<file path="config.mk">
export PLATFORM = sky130hd
export DESIGN_NAME = clic_ctrl
export DESIGN_NICKNAME = d
export VERILOG_FILES = /design/src/design/clic_pkg.sv /design/src/design/clic_ctrl.sv
export SDC_FILE = /design/constraint.sdc
export NUM_CORES = 1
export LEC_CHECK = 0
export ABC_CLOCK_PERIOD_IN_PS = 2850
export BUFFER_PORTS_ARGS = -buffer_cell sky130_fd_sc_hd__buf_2
export CAP_MARGIN = 20
export CORE_MARGIN = 4
export CORE_UTILIZATION = 27
export DETAILED_ROUTE_END_ITERATION = 7
export MAX_ROUTING_LAYER = met4
export PLACE_DENSITY = 0.79
export SYNTH_ARGS = -nofsm -noshare
export SYNTH_HDL_FRONTEND = slang
export SYNTH_SLANG_ARGS = --single-unit
</file>
<file path="constraint.sdc">
create_clock -name vclk -period 2.85
set_input_delay 0.57 -clock vclk [all_inputs]
set_output_delay 0.57 -clock vclk [all_outputs]
set_load 0.005 [all_outputs]
</file>
<file path="src/design/clic_pkg.sv">
// vec_size above 32 would make the vector csr window run into the entry csr window
`default_nettype none

package clic_pkg;

  // csr data word and address
  typedef logic [31:0] word;
  typedef logic [11:0] csr_addr_t;

  // instruction byte address seen by the core
  typedef logic [31:0] imem_addr_t;

  // zicsr funct3 encoding, bit 2 selects the immediate source
  typedef enum logic [2:0] {
    csr_rw  = 3'b001,
    csr_rs  = 3'b010,
    csr_rc  = 3'b011,
    csr_rwi = 3'b101,
    csr_rsi = 3'b110,
    csr_rci = 3'b111
  } csr_op_t;

  // interrupt lines and priority levels
  localparam int vec_size    = 8;
  localparam int prio_levels = 8;
  localparam int prio_width  = 3;

  // vector csr keeps a word address, low two pc bits are implied zero
  localparam int vec_width   = 30;

  // entry layout is {prio[2:0], enabled, pended}
  localparam int entry_width = 5;

  // nesting counter, must hold 0 up to prio_levels
  localparam int depth_width = 4;

  // csr map
  localparam csr_addr_t csr_thresh_addr = 12'h347;
  localparam csr_addr_t csr_depth_addr  = 12'h350;
  localparam csr_addr_t csr_vec_base    = 12'hb00;
  localparam csr_addr_t csr_entry_base  = 12'hb20;

  // pc value the core presents on interrupt return
  localparam imem_addr_t ret_pc = '1;

endpackage

`default_nettype wire

</file>
<file path="src/design/clic_ctrl.sv">
// decision is combinational from pc_in every cycle, so the core must hold pc_in stable until the edge
`timescale 1ns/1ps
`default_nettype none

module clic_ctrl
  import clic_pkg::*;
(
  input  imem_addr_t            pc_in,
  input  logic                  is_int,
  input  logic [prio_width-1:0] max_prio,
  input  logic [vec_width-1:0]  max_vec,
  input  logic [prio_width-1:0] threshold,
  input  imem_addr_t            top_pc,
  input  logic [prio_width-1:0] top_prio,
  output logic                  push,
  output logic                  pop,
  output imem_addr_t            push_pc,
  output logic [prio_width-1:0] push_prio,
  output logic                  thresh_we,
  output logic [prio_width-1:0] thresh_data,
  output imem_addr_t            pc_out,
  output logic                  interrupt_out
);

  logic is_ret;

  // core signals mret with the all ones marker
  assign is_ret = (pc_in == ret_pc);

  // frame contents, strobed by push
  assign push_pc   = pc_in;
  assign push_prio = threshold;

  always_comb begin
    push          = 1'b0;
    pop           = 1'b0;
    thresh_we     = 1'b0;
    thresh_data   = max_prio;
    pc_out        = pc_in;
    interrupt_out = 1'b0;
    if (is_ret && is_int) begin
      // tail chain, stack and threshold stay
      pc_out        = {max_vec, 2'b00};
      interrupt_out = 1'b1;
    end else if (is_int) begin
      // take and raise threshold
      push          = 1'b1;
      thresh_we     = 1'b1;
      pc_out        = {max_vec, 2'b00};
      interrupt_out = 1'b1;
    end else if (is_ret) begin
      // unwind one level
      pop         = 1'b1;
      thresh_we   = 1'b1;
      thresh_data = top_prio;
      pc_out      = top_pc;
    end
  end

endmodule

`default_nettype wire

</file>
==> flow_metrics.tcl <==
set metrics [dict create \
    gr-total-overflow 0 \
    placed_cells_incl_taps 377 \
    start_kind "input pin" \
    nets 447 \
    required_ns 2.28 \
    cp_max_fo 3 \
    setup_viol_count_final 0 \
    hpwl_mm 4.19 \
    finalHoldViolations 0 \
    drive_gt1_share_pct 59.8 \
    critical_path_class "input pin to output pin" \
    yosysUniqueCellTypes 19 \
    rows 23 \
    areaGrowthSynthToFinish_pct 77.0 \
    remaining_drc_errors 0 \
    crit_start "pc_in[19]" \
    fin_cells 388 \
    relSlewSlack_pct 80.1 \
    fin_crit_ns 2.76 \
    report.power.total_uw 242 \
    grt_pass1_wl_mm 7.45 \
    ir_drop_mv 0.0673 \
    grt_max_degree 41 \
    critical_path.top_delay_family "simple AND/OR/NAND/NOR gates" \
    ant_nets 0 \
    portBuffers 172 \
    fillCellCount 414 \
    p_leak_nw 1.04 \
    place.gp.congestion 0.782 \
    critPathMaxStageDelay_ns 0.31 \
    crit_top_cell "buf_6" \
    start_util_pct 28.5 \
    drv_cap 0 \
    grt_pass1_vias 1662 \
    outcome "finished clean" \
    avgSynthCellArea_um2 5.83 \
    antenna_found_initial 0 \
    die_x_um 73.7 \
    wl_mm 5.98 \
    yosysWarnings 0 \
    track_usage_pct 17.0 \
    vias_per_cell 5.30 \
    post-route-period-util_pct 96.9 \
    num_vias 2057 \
    antenna_cells 0 \
    fp.dieH_um 73.7 \
    synth-seq-area-share_pct 0 \
    regArea_um2 0 \
    drtIter0Drc 86 \
    synth_area_leader_cell "buf_4" \
    crit_path_end "thresh_data[1]" \
    core_area_um2 4090 \
    synth_area_leaders "buf_4 23%, a31oi_1 16%, nand3_1 13%" \
    cp_num_buf_inv 4 \
    postSynthCellCount 200 \
    arrival_ns 2.19 \
    die_area_um2 5430 \
    synthesis.nets 307 \
    end_kind "output pin" \
    worstHoldPathType "input pin to output pin" \
    crit_path_top_delay_cell "mux2_4" \
    wire_per_inst_um 15.4 \
    io_pins 178 \
    tightest_slew_ns 0.298 \
    hold_buffers 0 \
    synth_top_cell_area_share_pct 22.5 \
    final_max_slew_viol_count 0 \
    seq_cells 0 \
    cp_num_cells 11 \
    dr.pass1.iters 4 \
    syn_area_um2 1170 \
    clkbuf_count 0 \
    maxClockFrequency_mhz 362 \
    power.density_nw_per_um2 117 \
    cp_cell_sequence "buf_2 > nand4_1 > buf_6 > nor4_4 > nand2_1 > inv_2 > ha_4 > nor2_4 > nand3_4 > mux2_4 > buf_6" \
]
[through the flow]
step	instance area, um^2	hold slack [ns]	setup slack [ns]	TNS, ns	utilization (%)
2_1_floorplan	1170	1.22	0.0788	0	-
3_3_place_gp	1830	1.14	0.0255	0	44.7
3_5_place_dp	1830	1.14	-0.0122	-0.0243	44.7
4_1_cts	1830	1.14	0.0238	0	44.8
5_1_grt	2060	1.14	-0.0404	-0.152	50.5
6_report	2060	1.14	0.0876	0	50.5
[cells in the mapped netlist]
cell type and number:
o311a_1 2, mux2_2 2, or4_4 2, nand4_1 8, buf_4 35, mux2_1 1
ha_1 3, nor4_2 2, clkbuf_2 3, buf_2 6, inv_1 4, buf_6 1
o21ai_1 10, o21ai_0 20, clkbuf_1 8, nor2_1 31, nand2_1 1, nand3_1 31
a31oi_1 30
[final cells by class]
type | instances | area, um^2 | area share [%]
repair buffers | 188 | 1090 | 52.8
multi-input cells | 146 | 897 | 43.5
well taps | 50 | 62.6 | 3.03
inverters | 4 | 15.0 | 0.727
[layer usage]
| layer | part of all wire, % | wire [um] | up-vias | global-route usage (%) |
|---|---|---|---|---|
| met4 | 0.42 | 25 | 0 | 1.01 |
| met1 | 38 | 2280 | 936 | 20.0 |
| met2 | 52 | 3090 | 119 | 32.2 |
| met3 | 9.8 | 585 | 4 | 1.78 |
| li1 | - | - | 998 | - |
| met5 | 0 | 0 | - | - |
[worst min path at each step]
| stage | end | from | cells past startpoint | slack, ns |
|---|---|---|---|---|
| 6_report | push_prio[0] | threshold[0] | 0 | 1.14 |
| 5_1_grt | push_prio[2] | threshold[2] | 0 | 1.14 |
| 4_1_cts | push_prio[0] | threshold[0] | 0 | 1.14 |
| 3_5_place_dp | push_prio[0] | threshold[0] | 0 | 1.14 |
| 3_3_place_gp | push_prio[0] | threshold[0] | 0 | 1.14 |
| 2_1_floorplan | push_pc[0] | pc_in[0] | 1 | 1.22 |
[cells by family (layout without fill, tap and decap cells)]
kind of cell | after synthesis | count (layout) | share of synthesized area (%)
AOI/OAI and AO/OA | 62 | 62 | 30.7
buffers and inverters | 57 | 192 | 31.2
and+or+nand+nor | 75 | 78 | 32.0
muxes | 3 | 3 | 2.90
adders and majority gates | 3 | 3 | 3.22
[layout by cell type (no fill, tap or decap)]
cell / synthesis / routed
o21ai_0: 20 / 20
nand3_4: 0 / 1
ha_1: 3 / 2
nand2_1: 1 / 1
ha_4: 0 / 1
o311a_1: 2 / 2
or4_4: 2 / 5
inv_1: 4 / 3
nand4_1: 8 / 8
mux2_4: 0 / 3
nor2_4: 0 / 1
a31oi_1: 30 / 30
o21ai_1: 10 / 10
buf_4: 35 / 11
buf_6: 1 / 17
inv_2: 0 / 1
nand3_1: 31 / 30
buf_12: 0 / 1
nor2_1: 31 / 30
nor4_4: 0 / 2
buf_2: 6 / 159
[where the power goes]
part / switching [mW] / internal [mW]
Sequential: 0 / 0
Combinational: 0.105 / 0.137
Clock: 0 / 0
[what timing repair did]
item	CTS	global route
cloned	0	3
resized for setup	1	30
setup endpoints to repair	3	34
endpoints found under the hold margin	0	0
pin swaps	3	12
setup buffers	0	8
Note: power is estimated with default switching activity, not from simulation.
