===== src/design/clic_pkg.sv =====
// vec_size above 32 would make the vector csr window run into the entry csr window
`default_nettype none

package clic_pkg;

  // csr data word and address
  typedef logic [31:0] word;
  typedef logic [11:0] csr_addr_t;

  // instruction byte address seen by the core
  typedef logic [31:0] imem_addr_t;

  // zicsr funct3 encoding, bit 2 selects the immediate source
  typedef enum logic [2:0] {
    csr_rw  = 3'b001,
    csr_rs  = 3'b010,
    csr_rc  = 3'b011,
    csr_rwi = 3'b101,
    csr_rsi = 3'b110,
    csr_rci = 3'b111
  } csr_op_t;

  // interrupt lines and priority levels
  localparam int vec_size    = 8;
  localparam int prio_levels = 8;
  localparam int prio_width  = 3;

  // vector csr keeps a word address, low two pc bits are implied zero
  localparam int vec_width   = 30;

  // entry layout is {prio[2:0], enabled, pended}
  localparam int entry_width = 5;

  // nesting counter, must hold 0 up to prio_levels
  localparam int depth_width = 4;

  // csr map
  localparam csr_addr_t csr_thresh_addr = 12'h347;
  localparam csr_addr_t csr_depth_addr  = 12'h350;
  localparam csr_addr_t csr_vec_base    = 12'hb00;
  localparam csr_addr_t csr_entry_base  = 12'hb20;

  // pc value the core presents on interrupt return
  localparam imem_addr_t ret_pc = '1;

endpackage

`default_nettype wire


===== src/design/clic_epc_stack.sv =====
// a push onto a full stack is dropped and a pop from an empty one reads 0 with depth held at 0
`timescale 1ns/1ps
`default_nettype none

module clic_epc_stack
  import clic_pkg::*;
(
  input  logic                   clk,
  input  logic                   rst_n,
  input  logic                   push,
  input  logic                   pop,
  input  imem_addr_t             push_pc,
  input  logic [prio_width-1:0]  push_prio,
  output imem_addr_t             top_pc,
  output logic [prio_width-1:0]  top_prio,
  output logic [depth_width-1:0] depth
);

  // one slot per nesting level
  imem_addr_t            pc_mem   [prio_levels];
  logic [prio_width-1:0] prio_mem [prio_levels];

  logic [depth_width-1:0]         depth_q;
  logic [$clog2(prio_levels)-1:0] wr_idx;
  logic [$clog2(prio_levels)-1:0] top_idx;
  logic                           full;
  logic                           empty;

  assign full    = (depth_q == depth_width'(prio_levels));
  assign empty   = (depth_q == '0);
  assign wr_idx  = depth_q[$clog2(prio_levels)-1:0];
  assign top_idx = wr_idx - 1'b1;

  // payload slots, no reset needed
  always_ff @(posedge clk) begin
    if (push && !full) begin
      pc_mem[wr_idx]   <= push_pc;
      prio_mem[wr_idx] <= push_prio;
    end
  end

  // depth counter
  always_ff @(posedge clk) begin
    if (!rst_n) begin
      depth_q <= '0;
    end else if (push && !full) begin
      depth_q <= depth_q + 1'b1;
    end else if (pop && !empty) begin
      depth_q <= depth_q - 1'b1;
    end
  end

  // empty stack reads as zero
  assign top_pc   = empty ? '0 : pc_mem[top_idx];
  assign top_prio = empty ? '0 : prio_mem[top_idx];
  assign depth    = depth_q;

endmodule

`default_nettype wire


===== config.mk =====
export PLATFORM = sky130hd
export DESIGN_NAME = clic_epc_stack
export DESIGN_NICKNAME = d
export VERILOG_FILES = /design/src/design/clic_pkg.sv /design/src/design/clic_epc_stack.sv
export SDC_FILE = /design/constraint.sdc
export NUM_CORES = 1
export LEC_CHECK = 0
export ABC_AREA = 1
export BUFFER_PORTS_ARGS = -buffer_cell sky130_fd_sc_hd__buf_2
export CORE_ASPECT_RATIO = 1.1
export CORE_MARGIN = 4
export CORE_UTILIZATION = 41
export DETAILED_ROUTE_END_ITERATION = 6
export SKIP_LAST_GASP = 1
export SYNTH_ARGS = -nofsm -noshare
export SYNTH_HDL_FRONTEND = slang
export SYNTH_SLANG_ARGS = --single-unit
export TNS_END_PERCENT = 20

===== constraint.sdc =====
create_clock -name clk -period 3.24 [get_ports clk]
set_input_delay 0.162 -clock clk [delete_from_list [all_inputs] [get_ports clk]]
set_output_delay 0.162 -clock clk [all_outputs]
set_load 0.01 [all_outputs]

==> results.yml <==
outcome:
  status: "finished, final reports clean"
worst_setup_path:
  worst-path-max-fanout: 36
  cp.depth: 8
  crit_slowest_cell: "dfxtp_4"
  critPathTopFamily: "buffers and inverters"
  r2r_slack_ns: 0.69
  cp_num_buf_inv: 3
  crit_top_cell: "nor2_1"
  worstPathCellList: "inv_6 -> ha_4 -> buf_4 -> o21ai_0 -> o22ai_1 -> nor2_1 -> nor2_1 -> buf_2"
  rr_endpoint: "pc_mem[2][8]"
  crit_type: "reg -> out"
  timing.rr.start: "depth[0]"
  worstPathRequired_ns: 3.08
  worstPathArrival_ns: 2.87
  worstRegToRegCells: 8
  critical_path.startpoint: "depth[0]"
  crit_path_start_kind: "flop"
  max_stage_delay_ns: 0.50
  end_kind: "output port"
flow_run:
  max_cap_viol_count: 0
logic_synthesis:
  async_reset_ff_frac: 0
  synth_top_area_cell: "edfxtp_1"
  avgSynthCellArea_um2: 12.8
  ys_types: 23
  synth_warnings: 0
  synth_ff_type: "edfxtp_1"
  synth_cells: 885
  synth_area_leaders: "edfxtp_1 74%, nor2_1 8.5%, o21ai_0 4.4%"
  synth_top_area_share: 0.740
  synth_edf_count: 280
  synth-seq-cells: 284
  synth_area_um2: 11400
  syn_nets: 928
  netlist_top_cells_count: "280 x edfxtp_1, 258 x nor2_1, 101 x o21ai_0, 52 x nand2_1, 41 x o21ai_1"
  ys_seq_area_frac: 0.747
  synth.most_common_cell: "edfxtp_1"
route:
  routed-via-count: 7094
  dr.first_iter.drc_count: 590
  drt_first_pass_iters: 5
  ant_nets: 0
  vias_per_cell: 5.15
  wl_per_cell_um: 18.3
  route.detailed.drc: 0
  routed_wl_um: 25200
placed_design:
  place_hpwl_um: 13900
  place.gp.congestion: 0.779
  dpl.cell_count: 1288
  port_buffers: 77
  dpl-instance-area_um2: 12200
sta:
  worst_slew_margin_rel: 0.507
  tns_ns: 0
  setup-violations-final: 0
  period_minus_slack_ns: 3.03
  hold_slack_ns: 0.0632
  drv_slew: 0
  max_freq_mhz: 330
  hold_violations: 0
  fin_crit_sh: 0.935
  rsz0062_at_grt: "false"
  finClkSkew_ns: 0.00764
  worst_slew_pin_slew_ns: 0.737
die:
  fp.dieW_um: 167
  core_um2: 27100
  die-area_um2: 30500
  rows: 63
  ios: 78
  die_y_um: 183
  start_util: 0.419
pwr:
  power_mw: 12.5
  power_density_nw_per_um2: 930
  p_leak_nw: 4.66
  peakVddDrop_v: 0.000498
grt:
  grt_pass1_vias: 7029
  grt_overflow: 0
  antenna_found_initial: 0
  grt_use_total: 0.163
  grt_pass1_wl_um: 39600
  grt_max_degree: 70
final_layout:
  area_growth_pct: 18.2
  fin_cells: 1377
  nets: 1041
  stdcell_area_um2: 13400
  layout-drive-gt1-share: 0.152
  n_antenna_cell: 0
cts:
  clockBufferDepth: 3
  root_buffer: "clkbuf_16"
  cts_buffers: 28
  worstSkewPairLatency_ns: 0.53
  cts_sinks: 284
  cts_tree: "yes"
  clk_pin_slew_ns: 0.06
  cts_max_level: 1
hold_path:
  min-delay-start: "pop"
  min_to: "depth[0]"
  hold_path.class: "in -> reg"
  whs_path_depth: 4
[metal layers]
metal	vias to the layer above	track usage	routed length (um)
met1	3423	0.212	10600
met4	0	0.0543	665
met5	-	0	0
met2	195	0.281	12600
li1	3428	-	-
met3	48	0.0247	1360
[cell usage in the layout, fill, tap and decap left out, drive strengths merged]
cell type	Yosys	final
xor2	1	1
o22ai	35	35
clkinvlp	0	1
o211ai	35	35
nor2	258	258
or2	1	1
clkbuf	21	35
xnor2	1	1
inv	10	10
nand2	52	52
ha	3	3
dfxtp	4	4
edfxtp	280	280
dlygate4sd3	0	36
fa	1	1
bufinv	0	2
o21ai	142	142
nand3	3	3
buf	34	102
clkinv	0	14
a21oi	4	4
[cell type report]
| type | count | area (um^2) |
|---|---|---|
| tap | 357 | 447 |
| multi-input combinational | 536 | 2550 |
| sequential | 284 | 8490 |
| inverter | 10 | 42.5 |
| clock buffer | 35 | 748 |
| clock inverter | 17 | 128 |
| timing repair buffer | 138 | 1030 |
| fill | 2361 | 13700 |
[per-stage QoR]
stage | setup WS, ns | utilization
2_1_floorplan | -0.208 | -
5_1_grt | 0.0436 | 0.495
6_report | 0.211 | 0.495
3_5_place_dp | 0.616 | 0.449
4_1_cts | 0.0453 | 0.495
3_3_place_gp | 0.629 | 0.449
[registers in the layout, summed over array words and instances (netlist names)]
signal	count
pc_mem	256
prio_mem	24
depth	4
[cell families (layout without fill, tap and decap cells)]
kind of cell               count (synthesis)  count (layout)  share of synthesized area
DFF                                      284             284                      0.747
xor gates and xnor gates                   2               2                    0.00154
adders and majority gates                  4               4                    0.00506
and+or+nand+nor                          314             314                      0.104
AOI/OAI and AO/OA                        216             216                      0.107
buffers and inverters                     65             200                     0.0357
[report_power, final]
| group | internal [mW] | switching (mW) | total (mW) |
|---|---|---|---|
| clock network | 1.79 | 1.27 | 3.06 |
| logic | 1.66 | 3.17 | 4.82 |
| registers | 4.49 | 0.116 | 4.61 |
[worst reg2reg max path: cells and delay by family (launching register included)]
kind	cells	cell delay [ns]
buffers and inverters	3	0.60
flip-flops	1	0.50
adder cells (fa/ha/maj)	1	0.23
AND/OR/NAND/NOR	4	0.88
[what timing repair did]
item	in CTS	in global routing
gates resized for setup	0	0
setup buffers	0	1
hold buffers	36	0
hold endpoints to repair	284	0
setup endpoints to repair	0	11
[how the worst max path moves through the flow]
| stage | to | slack, ns |
|---|---|---|
| after floorplan | pc_mem[1][0] | -0.21 |
| after global placement | top_pc[24] | 0.63 |
| after detailed placement | top_prio[1] | 0.62 |
| after CTS | top_prio[1] | 0.05 |
| after global routing | top_pc[24] | 0.04 |
| final | top_prio[1] | 0.21 |
No activity file was read; power rests on OpenSTA's default activity.
